File: config.mk
export PLATFORM = sky130hd
export DESIGN_NAME = rename_top
export DESIGN_NICKNAME = d
export VERILOG_FILES = /design/src/logic/arch_pkg.sv /design/src/logic/rename_pkg.sv /design/src/logic/free_list.sv /design/src/logic/rename_map.sv /design/src/logic/rename_top.sv /design/src/logic/retire_map.sv
export SDC_FILE = /design/constraint.sdc
export NUM_CORES = 2
export LEC_CHECK = 0
export ABC_AREA = 1
export BUFFER_PORTS_ARGS = -buffer_cell sky130_fd_sc_hd__buf_4
export CORE_MARGIN = 3
export CORE_UTILIZATION = 35
export DETAILED_ROUTE_END_ITERATION = 10
export PLACE_DENSITY_LB_ADDON = 0.25
export SYNTH_ARGS = -nofsm -noshare
export SYNTH_HDL_FRONTEND = slang
export SYNTH_HIERARCHICAL = 1
export SYNTH_SLANG_ARGS = --single-unit
File: constraint.sdc
create_clock -name clock -period 2.9 [get_ports clock]
set_clock_uncertainty 0.1 [all_clocks]
set_input_delay 0.435 -clock clock [delete_from_list [all_inputs] [get_ports clock]]
set_output_delay 0.435 -clock clock [all_outputs]
set_load 0.005 [all_outputs]
File: src/logic/arch_pkg.sv
package arch_pkg;

	// Sizes that describe the architectural machine as software sees it.
	// Nothing in here depends on how many physical registers exist.

	// Number of architectural integer registers.
	localparam int arch_regs = 32;

	// Width of an architectural register index.
	// Five bits cover registers 0 through 31.
	localparam int arch_idx_w = $clog2(arch_regs);

	// Largest number of instructions dispatched or retired in one cycle.
	// The core is two wide at both ends of the pipeline.
	localparam int group_w = 2;

	// Width of a per-cycle dispatch or retire count.
	// The legal counts are 0, 1 and 2; code 3 is never sent.
	localparam int count_w = $clog2(group_w + 1);

endpackage

File: src/logic/rename_pkg.sv
package rename_pkg;

	// Sizes of the physical register file and of the free list that
	// hands out its tags.

	// Number of physical registers.
	// This is the 32 architectural registers plus 64 rename registers.
	localparam int phys_regs = 96;

	// Width of a physical tag.
	localparam int tag_w = $clog2(phys_regs);

	// Number of entries in the free list.
	// Every physical register that is not architecturally mapped after
	// reset starts out in the free list.
	localparam int fl_depth = 64;

	// Width of a free-list head or tail pointer.
	// The pointers wrap naturally at the depth.
	localparam int fl_ptr_w = $clog2(fl_depth);

	// First tag placed in the free list at reset.
	// Entry i holds tag fl_first_tag + i, and the tags below it belong to
	// the identity mapping of the architectural registers.
	localparam int fl_first_tag = phys_regs - fl_depth;

endpackage

File: src/logic/free_list.sv
`timescale 1ns/1ps

// Circular queue of free physical tags.
// New tags leave at the tail, displaced tags come back in at the head.
// The entries between head and tail are tags that are in flight.
module free_list (
	input  logic                          clock,
	input  logic                          reset,
	input  logic [arch_pkg::count_w-1:0]  dispatch_num,
	input  logic [arch_pkg::count_w-1:0]  free_num,
	input  logic [rename_pkg::tag_w-1:0]  free_tag_0,
	input  logic [rename_pkg::tag_w-1:0]  free_tag_1,
	input  logic                          recover,
	output logic [rename_pkg::tag_w-1:0]  alloc_tag_0,
	output logic [rename_pkg::tag_w-1:0]  alloc_tag_1,
	output logic [rename_pkg::fl_ptr_w:0] free_count
);
	import arch_pkg::*;
	import rename_pkg::*;

	logic [tag_w-1:0]    entry [fl_depth];
	logic [fl_ptr_w-1:0] head;
	logic [fl_ptr_w-1:0] tail;
	logic [fl_ptr_w-1:0] head_plus_one;
	logic [fl_ptr_w-1:0] tail_plus_one;
	logic [fl_ptr_w:0]   occupancy;
	logic                free_one;
	logic                free_two;

	assign head_plus_one = head + 1'b1;
	assign tail_plus_one = tail + 1'b1;

	// The two oldest free tags are always offered.
	// The caller decides through dispatch_num how many it takes.
	assign alloc_tag_0 = entry[tail];
	assign alloc_tag_1 = entry[tail_plus_one];

	assign free_count = occupancy;

	assign free_one = (free_num != '0);
	assign free_two = (free_num == count_w'(2));

	// Head, tail and the number of allocatable tags.
	// A recover throws away every tag in flight, so the tail falls back to
	// the head and all 64 entries are free again.
	always_ff @(posedge clock) begin
		if (reset) begin
			head <= '0;
			tail <= '0;
			occupancy <= (fl_ptr_w + 1)'(fl_depth);
		end else if (recover) begin
			tail <= head;
			occupancy <= (fl_ptr_w + 1)'(fl_depth);
		end else begin
			// Both ends move by their counts in the same cycle.
			tail <= tail + fl_ptr_w'(dispatch_num);
			head <= head + fl_ptr_w'(free_num);
			occupancy <= occupancy - (fl_ptr_w + 1)'(dispatch_num)
				+ (fl_ptr_w + 1)'(free_num);
		end
	end

	// Tag storage.
	// A freed tag lands on an entry that was allocated earlier, so the
	// write never overlaps the two entries offered at the tail.
	always_ff @(posedge clock) begin
		if (reset) begin
			for (int i = 0; i < fl_depth; i++) begin
				entry[i] <= tag_w'(fl_first_tag + i);
			end
		end else if (!recover) begin
			// Instruction 0 is older, so its tag goes in first.
			if (free_one) begin
				entry[head] <= free_tag_0;
			end
			if (free_two) begin
				entry[head_plus_one] <= free_tag_1;
			end
		end
	end

endmodule

File: src/logic/rename_map.sv
`timescale 1ns/1ps

// Speculative map table.
// It turns the architectural sources of a dispatch group into physical tags
// and records the newly allocated destination tags for later readers.
module rename_map (
	input  logic                          clock,
	input  logic                          reset,
	input  logic [arch_pkg::count_w-1:0]  dispatch_num,
	input  logic [arch_pkg::arch_idx_w-1:0] dispatch_dest_0,
	input  logic [arch_pkg::arch_idx_w-1:0] dispatch_dest_1,
	input  logic [arch_pkg::arch_idx_w-1:0] dispatch_src_a_0,
	input  logic [arch_pkg::arch_idx_w-1:0] dispatch_src_b_0,
	input  logic [arch_pkg::arch_idx_w-1:0] dispatch_src_a_1,
	input  logic [arch_pkg::arch_idx_w-1:0] dispatch_src_b_1,
	input  logic [rename_pkg::tag_w-1:0]  alloc_tag_0,
	input  logic [rename_pkg::tag_w-1:0]  alloc_tag_1,
	input  logic                          recover,
	input  logic [arch_pkg::arch_regs-1:0][rename_pkg::tag_w-1:0] arch_table,
	output logic [rename_pkg::tag_w-1:0]  src_tag_a_0,
	output logic [rename_pkg::tag_w-1:0]  src_tag_b_0,
	output logic [rename_pkg::tag_w-1:0]  src_tag_a_1,
	output logic [rename_pkg::tag_w-1:0]  src_tag_b_1
);
	import arch_pkg::*;
	import rename_pkg::*;

	logic [arch_regs-1:0][tag_w-1:0] spec_table;
	logic dispatch_one;
	logic dispatch_two;
	logic bypass_a_1;
	logic bypass_b_1;

	assign dispatch_one = (dispatch_num != '0);
	assign dispatch_two = (dispatch_num == count_w'(2));

	// Instruction 0 is the oldest in the group.
	// Its sources only ever see state written in earlier cycles.
	assign src_tag_a_0 = spec_table[dispatch_src_a_0];
	assign src_tag_b_0 = spec_table[dispatch_src_b_0];

	// Instruction 1 may read what instruction 0 writes in the same group.
	// The table has not been written yet, so the new tag is forwarded.
	assign bypass_a_1 = dispatch_two && (dispatch_src_a_1 == dispatch_dest_0);
	assign bypass_b_1 = dispatch_two && (dispatch_src_b_1 == dispatch_dest_0);

	always_comb begin
		if (bypass_a_1) begin
			src_tag_a_1 = alloc_tag_0;
		end else begin
			src_tag_a_1 = spec_table[dispatch_src_a_1];
		end
	end

	always_comb begin
		if (bypass_b_1) begin
			src_tag_b_1 = alloc_tag_0;
		end else begin
			src_tag_b_1 = spec_table[dispatch_src_b_1];
		end
	end

	// Table update.
	// On a flush the committed mapping replaces everything speculative,
	// and any dispatch in that cycle is dropped.
	always_ff @(posedge clock) begin
		if (reset) begin
			// Register i starts out in physical register i.
			for (int i = 0; i < arch_regs; i++) begin
				spec_table[i] <= tag_w'(i);
			end
		end else if (recover) begin
			spec_table <= arch_table;
		end else begin
			if (dispatch_one) begin
				spec_table[dispatch_dest_0] <= alloc_tag_0;
			end
			// The later write wins when both name the same register.
			if (dispatch_two) begin
				spec_table[dispatch_dest_1] <= alloc_tag_1;
			end
		end
	end

endmodule

File: src/logic/rename_top.sv
`timescale 1ns/1ps

// Rename subsystem of the two-wide core.
// Dispatch is renamed by the speculative map, retire goes through the
// architectural map, and the free list sits between them.
module rename_top (
	input  logic                            clock,
	input  logic                            reset,
	input  logic [arch_pkg::count_w-1:0]    dispatch_num,
	input  logic [arch_pkg::arch_idx_w-1:0] dispatch_dest_0,
	input  logic [arch_pkg::arch_idx_w-1:0] dispatch_dest_1,
	input  logic [arch_pkg::arch_idx_w-1:0] dispatch_src_a_0,
	input  logic [arch_pkg::arch_idx_w-1:0] dispatch_src_b_0,
	input  logic [arch_pkg::arch_idx_w-1:0] dispatch_src_a_1,
	input  logic [arch_pkg::arch_idx_w-1:0] dispatch_src_b_1,
	input  logic [arch_pkg::count_w-1:0]    retire_num,
	input  logic [arch_pkg::arch_idx_w-1:0] retire_dest_0,
	input  logic [arch_pkg::arch_idx_w-1:0] retire_dest_1,
	input  logic [rename_pkg::tag_w-1:0]    retire_tag_0,
	input  logic [rename_pkg::tag_w-1:0]    retire_tag_1,
	input  logic                            recover,
	output logic [rename_pkg::tag_w-1:0]    new_tag_0,
	output logic [rename_pkg::tag_w-1:0]    new_tag_1,
	output logic [rename_pkg::tag_w-1:0]    src_tag_a_0,
	output logic [rename_pkg::tag_w-1:0]    src_tag_b_0,
	output logic [rename_pkg::tag_w-1:0]    src_tag_a_1,
	output logic [rename_pkg::tag_w-1:0]    src_tag_b_1,
	output logic [rename_pkg::tag_w-1:0]    old_tag_0,
	output logic [rename_pkg::tag_w-1:0]    old_tag_1,
	output logic [rename_pkg::fl_ptr_w:0]   free_count
);
	import arch_pkg::*;
	import rename_pkg::*;

	logic [tag_w-1:0]                alloc_tag_0;
	logic [tag_w-1:0]                alloc_tag_1;
	logic [count_w-1:0]              free_num;
	logic [tag_w-1:0]                free_tag_0;
	logic [tag_w-1:0]                free_tag_1;
	logic [arch_regs-1:0][tag_w-1:0] arch_table;

	// The tags handed to the map are also the new destination tags.
	assign new_tag_0 = alloc_tag_0;
	assign new_tag_1 = alloc_tag_1;

	// The displaced tags are reported as they go back to the free list.
	assign old_tag_0 = free_tag_0;
	assign old_tag_1 = free_tag_1;

	rename_map u_rename_map (
		.clock            (clock),
		.reset            (reset),
		.dispatch_num     (dispatch_num),
		.dispatch_dest_0  (dispatch_dest_0),
		.dispatch_dest_1  (dispatch_dest_1),
		.dispatch_src_a_0 (dispatch_src_a_0),
		.dispatch_src_b_0 (dispatch_src_b_0),
		.dispatch_src_a_1 (dispatch_src_a_1),
		.dispatch_src_b_1 (dispatch_src_b_1),
		.alloc_tag_0      (alloc_tag_0),
		.alloc_tag_1      (alloc_tag_1),
		.recover          (recover),
		.arch_table       (arch_table),
		.src_tag_a_0      (src_tag_a_0),
		.src_tag_b_0      (src_tag_b_0),
		.src_tag_a_1      (src_tag_a_1),
		.src_tag_b_1      (src_tag_b_1)
	);

	free_list u_free_list (
		.clock        (clock),
		.reset        (reset),
		.dispatch_num (dispatch_num),
		.free_num     (free_num),
		.free_tag_0   (free_tag_0),
		.free_tag_1   (free_tag_1),
		.recover      (recover),
		.alloc_tag_0  (alloc_tag_0),
		.alloc_tag_1  (alloc_tag_1),
		.free_count   (free_count)
	);

	retire_map u_retire_map (
		.clock         (clock),
		.reset         (reset),
		.retire_num    (retire_num),
		.retire_dest_0 (retire_dest_0),
		.retire_dest_1 (retire_dest_1),
		.retire_tag_0  (retire_tag_0),
		.retire_tag_1  (retire_tag_1),
		.recover       (recover),
		.free_num      (free_num),
		.free_tag_0    (free_tag_0),
		.free_tag_1    (free_tag_1),
		.arch_table    (arch_table)
	);

endmodule

File: src/logic/retire_map.sv
`timescale 1ns/1ps

// Architectural map table.
// It holds the committed mapping and, for every retiring instruction, finds
// the physical tag the instruction displaced so it can be freed.
module retire_map (
	input  logic                            clock,
	input  logic                            reset,
	input  logic [arch_pkg::count_w-1:0]    retire_num,
	input  logic [arch_pkg::arch_idx_w-1:0] retire_dest_0,
	input  logic [arch_pkg::arch_idx_w-1:0] retire_dest_1,
	input  logic [rename_pkg::tag_w-1:0]    retire_tag_0,
	input  logic [rename_pkg::tag_w-1:0]    retire_tag_1,
	input  logic                            recover,
	output logic [arch_pkg::count_w-1:0]    free_num,
	output logic [rename_pkg::tag_w-1:0]    free_tag_0,
	output logic [rename_pkg::tag_w-1:0]    free_tag_1,
	output logic [arch_pkg::arch_regs-1:0][rename_pkg::tag_w-1:0] arch_table
);
	import arch_pkg::*;
	import rename_pkg::*;

	logic [arch_regs-1:0][tag_w-1:0] commit_table;
	logic retire_one;
	logic retire_two;
	logic same_dest;

	assign retire_one = (retire_num != '0);
	assign retire_two = (retire_num == count_w'(2));

	// Every retired instruction frees exactly one tag.
	assign free_num = retire_num;

	// The older instruction displaces whatever is committed now.
	assign free_tag_0 = commit_table[retire_dest_0];

	// When both retire to one register, the younger one displaces the tag
	// that the older one is committing in this very cycle.
	assign same_dest = retire_two && (retire_dest_1 == retire_dest_0);
	assign free_tag_1 = same_dest ? retire_tag_0 : commit_table[retire_dest_1];

	// The speculative map copies this table on a flush.
	assign arch_table = commit_table;

	// Commit the retired destinations.
	// A flush cancels any retire in the same cycle.
	always_ff @(posedge clock) begin
		if (reset) begin
			for (int i = 0; i < arch_regs; i++) begin
				commit_table[i] <= tag_w'(i);
			end
		end else if (!recover) begin
			if (retire_one) begin
				commit_table[retire_dest_0] <= retire_tag_0;
			end
			// Written second, so the younger instruction wins a shared
			// destination.
			if (retire_two) begin
				commit_table[retire_dest_1] <= retire_tag_1;
			end
		end
	end

endmodule

# Word level (Yosys, flattened, before mapping)
# Memory sizes are Yosys's and may differ from the RTL's. A register that Yosys moved wholly into a read port is not among the register bits.
# Index checks and enable logic that the tools add are counted.
op_classes:
  add_sub_neg: 6
  order_cmp: 12
  n_eq_ne: 5
  mux: 54
  reduce_logical: 12
ops:
  columns: ["cell", "count"]
  rows:
  - ["224-bit 2-to-1 mux", 9]
  - ["224-bit bitwise mux", 4]
  - ["7-bit binary-select mux with 5-bit select", 6]
  - ["7-bit demux with 5-bit select", 4]
  - ["7-bit 2-to-1 mux", 15]
  - ["5-bit by 6-bit less-than comparator with 1-bit output, second input constant", 8]
  - ["6-bit 2-to-1 mux", 4]
  - ["5-bit by 1-bit >= comparator with 1-bit output, second input constant", 4]
  - ["5-bit equality test", 3]
  - ["7-bit OR reduction", 2]
  - ["6-bit by 1-bit adder with 6-bit output, second input constant", 2]
  - ["6-bit by 2-bit adder with 6-bit output", 2]
  - ["1-bit 2-to-1 mux", 12]
  - ["7-bit by 2-bit adder with 7-bit output", 1]
  - ["1-bit logical AND", 7]
  - ["7-bit by 2-bit subtractor with 7-bit output", 1]
  - ["2-bit equality test, second input constant", 2]
  - ["2-bit nonzero test", 2]
  - ["2-bit OR reduction", 1]
totals:
  regBits: 467
  ramBits: 448
  inputBits: 61
  elab_cells: 157
  n_memories: 1
mem_list:
  columns: ["memory", "words", "word_bits", "rd", "rd_ports_with_merged_regs", "write_ports", "line_no", "rtl"]
  rows:
  - ["u_free_list.entry", 64, 7, 2, 1, 64, "free_list.sv:21", "logic [tag_w-1:0] entry [fl_depth];"]

# Depth between registers and ports, before layout
depth:
  word_depth: 11
  ltp_mapped: 18

# Hierarchy
# The synthesis kept the hierarchy.
modules_own_cells:
  columns: ["module", "n_inst", "cells_per_inst", "area_per_inst_um2", "seq_area_each_um2"]
  rows:
  - ["free_list", 1, 3737, 29354.4, 13833.3]
  - ["rename_map", 1, 3966, 21319.2, 4484.3]
  - ["retire_map", 1, 2824, 16131.7, 4484.3]

# Least setup slack after synthesis
# OpenSTA, ideal clock, no wires.
synth_path:
  kind: "reg-to-reg"
  startpoint: "register u_free_list.tail[1]"
  endpoint: "register u_rename_map/spec_table[57] (netlist name)"
  t_arrival_ps: 2782
  setup_slack_ps: -52
  stages_incl_launch_ff: 18
  period_less_slack_ps: 2952
  cell_sequence: "dfxtp_1 > ha_1 > buf_2 > inv_2 > buf_2 > clkbuf_1 > o211ai_1 > nand3_1 > nand3_1 > nand3_1 > nand3_1 > nand2_1 > clkbuf_1 > inv_1 > clkbuf_1 > o21ai_0 > inv_1 > a21oi_1"
synth_between:
  elab_chain_len: 5
synth_lines:
  columns: ["item", "line_no", "rtl"]
  rows:
  - ["start: declaration", "free_list.sv:23", "logic [fl_ptr_w-1:0] tail;"]
  - ["start signal: assignment", "free_list.sv:56", "tail <= tail + fl_ptr_w'(dispatch_num);"]
  - ["6-bit by 1-bit adder with 6-bit output", "free_list.sv:31", "assign tail_plus_one = tail + 1'b1;"]
  - ["memory read 64 x 7 bit", null, null]
  - ["named net new_tag_1 (one bit)", "rename_top.sv:23", "output logic [rename_pkg::tag_w-1:0] new_tag_1,"]
  - ["224-bit bitwise mux", "rename_map.sv:80", "spec_table[dispatch_dest_1] <= alloc_tag_1;"]
  - ["224-bit 2-to-1 mux", "rename_map.sv:79", "if (dispatch_two) begin"]
  - ["224-bit 2-to-1 mux", "rename_map.sv:72", "end else if (recover) begin"]
  - ["end signal: assignment", "rename_map.sv:73", "spec_table <= arch_table;"]
  - ["end signal: indexed assignment", "rename_map.sv:76", "spec_table[dispatch_dest_0] <= alloc_tag_0;"]
  - ["end signal: indexed assignment", "rename_map.sv:80", null]
  - ["end: declaration", "rename_map.sv:28", "logic [arch_regs-1:0][tag_w-1:0] spec_table;"]
# The timed path passes the listed nets, and every way through them passes these cells.
# A chain may end at the register's enable or synchronous reset.

==> flow_metrics.tcl <==
set metrics [dict create \
    run_status "finished with violations" \
    violations "negative setup slack" \
    synthCells 10527 \
    syn_to_final_growth_pct 26.3 \
    ys_seq_elements 915 \
    via_per_inst 6.07 \
    grt_usage 0.388 \
    coreArea_sq_mm 0.189 \
    grt-ovfl-total 0 \
    crit_path_max_fanout 20 \
    worstMarginPinSlew_ns 1.10 \
    top_level_ports 124 \
    fin_tns_setup_ns -30.88 \
    timing.final.crit_share 1.24 \
    synth_top_area_frac 0.201 \
    n_fill_cell 19365 \
    vdd.ir_drop.worst_mv 0.525 \
    powerDensity_mw_per_mm2 503 \
    gp_congestion 1.05 \
    cts_made_buffers 111 \
    end_kind "primary output" \
    async_reset_ff_frac 0 \
    htree_levels 3 \
    crit_arrival_ns 3.05 \
    slew_headroom 0.257 \
    io_buffers 123 \
    firstDrtPassIters 7 \
    synth_area_sq_mm 0.0668 \
    initial_utilization 0.354 \
    routed_wl_microns 401000 \
    ys.flop_type "dfxtp_1" \
    p_int_mw 26.9 \
    swShare 0.366 \
    whs_ns 0.0542 \
    worstSetupPathType "flop to primary output" \
    clk_latency_ns 0.78 \
    cts_sinks 915 \
    pwr-share-seq 0.349 \
    hp-class "input pin to flop" \
    critPathRequiredTime_ns 2.37 \
    p_total_mw 42.4 \
    rsz0062_at_grt "true" \
    layout_setup_ws_ns -0.688 \
    fin_cells 13612 \
    synth_area_leaders "edfxtp_1, nand2_1, dfxtp_1, o21ai_0, nand3_1" \
    drive_above_1_share 0.173 \
    p_clk_frac 0.354 \
    synthDistinctLibCells 41 \
    die_w_microns 443 \
    clockRootBuffer "clkbuf_16" \
    syn_avg_cell_area_sq_um 6.35 \
    antenna_found_initial 22 \
    synth_common_cells "nand2_1, o21ai_0, nand3_1" \
    grt_pass1_vias 73188 \
    hold_viol 0 \
    die_height_microns 443 \
    synth_most_common_cell "nand2_1" \
    fp-row-count 159 \
    tritoncts "built" \
    floorplan.die_area_sq_mm 0.196 \
    grt_pass1_wl_microns 553000 \
    netSwitchingPower_mw 15.5 \
    drtAntennaViolNets 0 \
    yosysWarningCount 6 \
    place_hpwl_microns 294000 \
    setup_viol 175 \
    drc_errors 0 \
    grt_max_degree 118 \
    post-place-cells 13318 \
    nNetsFinal 11096 \
    layout_min_cycle_time_ns 3.59 \
    synth-edff-count 448 \
    p_leak_nw 36.6 \
    initialDrtViolationCount 14105 \
    cp-start-kind "flop" \
    slew_viol_final 0 \
    cap_viol_max_count 0 \
    fin_area_sq_mm 0.0844 \
    cts.clk_slew.worst_paths_ns 0.07 \
    p_comb_frac 0.297 \
    seq_area_frac_synth 0.341 \
    vias 82654 \
    synth_fp_nets 10605 \
    fmax_ghz 0.279 \
    synth.largest_area_cell "edfxtp_1" \
    clockBufferDepth 3 \
    wl_per_cell_microns 29.5 \
    placed_area_sq_mm 0.0771 \
]
[logic make-up after synthesis]
group | count (synthesis) | share of synthesized area
buffers and inverters | 1822 | 0.106
flip-flops | 915 | 0.341
adder cells (fa/ha/maj) | 17 | 0.00363
XOR/XNOR | 12 | 0.00191
AND/OR/NAND/NOR | 4785 | 0.301
AO/OA/AOI/OAI | 2976 | 0.246
[timing repair]
| item | CTS | global route |
|---|---|---|
| endpoints found under the setup margin | 271 | 278 |
| endpoints found under the hold margin | 4 | 0 |
| gates cloned | 14 | 4 |
| gates resized for setup | 393 | 320 |
| setup buffers | 48 | 28 |
| pin swaps | 93 | 78 |
| hold buffers | 2 | 0 |
[sequential cells by signal, indices dropped and copies added (netlist names)]
signal and flops:
u_free_list/free_count 7, u_free_list/entry 448, u_retire_map/arch_table 224, u_rename_map/spec_table 224, u_free_list/head 6, u_free_list/tail 6
[power by group through the flow]
stage               clock [mW]  sequential, mW  combinational, mW
detailed placement           0            15.0               10.9
finish                    15.0            14.8               12.6
global placement             0            15.0               10.9
floorplan                    0            14.5               5.23
CTS                       15.1            14.7               11.8
global route              15.6            14.8               13.1
[placed cells by master, fill, tap and decap left out, types with 20 or more instances in the layout]
master / instances
o22ai_1: 292
edfxtp_1: 448
nand3_1: 1131
dfxtp_2: 53
inv_2: 82
buf_4: 904
nand3_4: 37
nand3_2: 118
buf_12: 187
a21oi_1: 848
o211ai_1: 258
clkbuf_1: 23
a22oi_1: 183
nand2_2: 87
o21ai_0: 1235
clkbuf_16: 115
nand2_1: 2885
dfxtp_1: 403
inv_1: 905
nor2_2: 39
buf_6: 68
o21ai_1: 87
o21a_1: 20
nor2_1: 396
[metrics by stage]
stage / utilization / setup WS (ns)
after floorplan: - / -0.0226
after global placement: 0.409 / -0.405
after detailed placement: 0.409 / -0.433
after CTS: 0.440 / -0.648
after global routing: 0.447 / -0.735
final: 0.447 / -0.688
[routing by layer]
layer  track usage  vias up  share of wire
met4         0.163       14          0.046
met1         0.560    39009           0.42
met5             0        -        0.00024
met2         0.522     6111           0.39
met3         0.128      887           0.15
li1              -    36633              -
[final timing paths]
| check | startpoint | endpoint | slack, ns | depth (start not counted) |
|---|---|---|---|---|
| worst max-delay path | u_free_list/tail[1] | src_tag_a_1[4] | -0.69 | 15 |
| worst min-delay path | reset | u_free_list/head[0] | 0.05 | 5 |
| worst max register to register | u_free_list/tail[1] | u_rename_map/spec_table[88] | -0.30 | 20 |
| worst min register to register | u_retire_map/arch_table[141] | u_retire_map/arch_table[141] | 0.39 | 2 |
[worst max-delay path: stages, from the launching register on]
cell and delay (ns):
dfxtp_4 0.36, buf_8 0.12, buf_12 0.14, buf_16 0.17, buf_6 0.19, a21oi_1 0.14
o21ai_0 0.12, nand3_1 0.09, nand3_1 0.18, nand2_2 0.15, nand3_1 0.09, nand2_2 0.10
buf_12 0.15, nand2_2 0.06, nand2_2 0.09, buf_6 0.11
[layout make-up]
cell class | count | area [sq um] | share of cell area
Tap cell | 2495 | 3120 | 0.0370
Multi-Input combinational cell | 7790 | 38600 | 0.457
Inverter | 1004 | 3840 | 0.0455
Sequential cell | 915 | 22900 | 0.272
Clock inverter | 60 | 767 | 0.00909
Timing Repair Buffer | 1195 | 12100 | 0.143
Timing Repair inverter | 1 | 11.3 | 0.000133
Clock buffer | 146 | 3030 | 0.0359
Antenna cell | 6 | 15.0 | 0.000178
(Power assumes the default switching activity.)
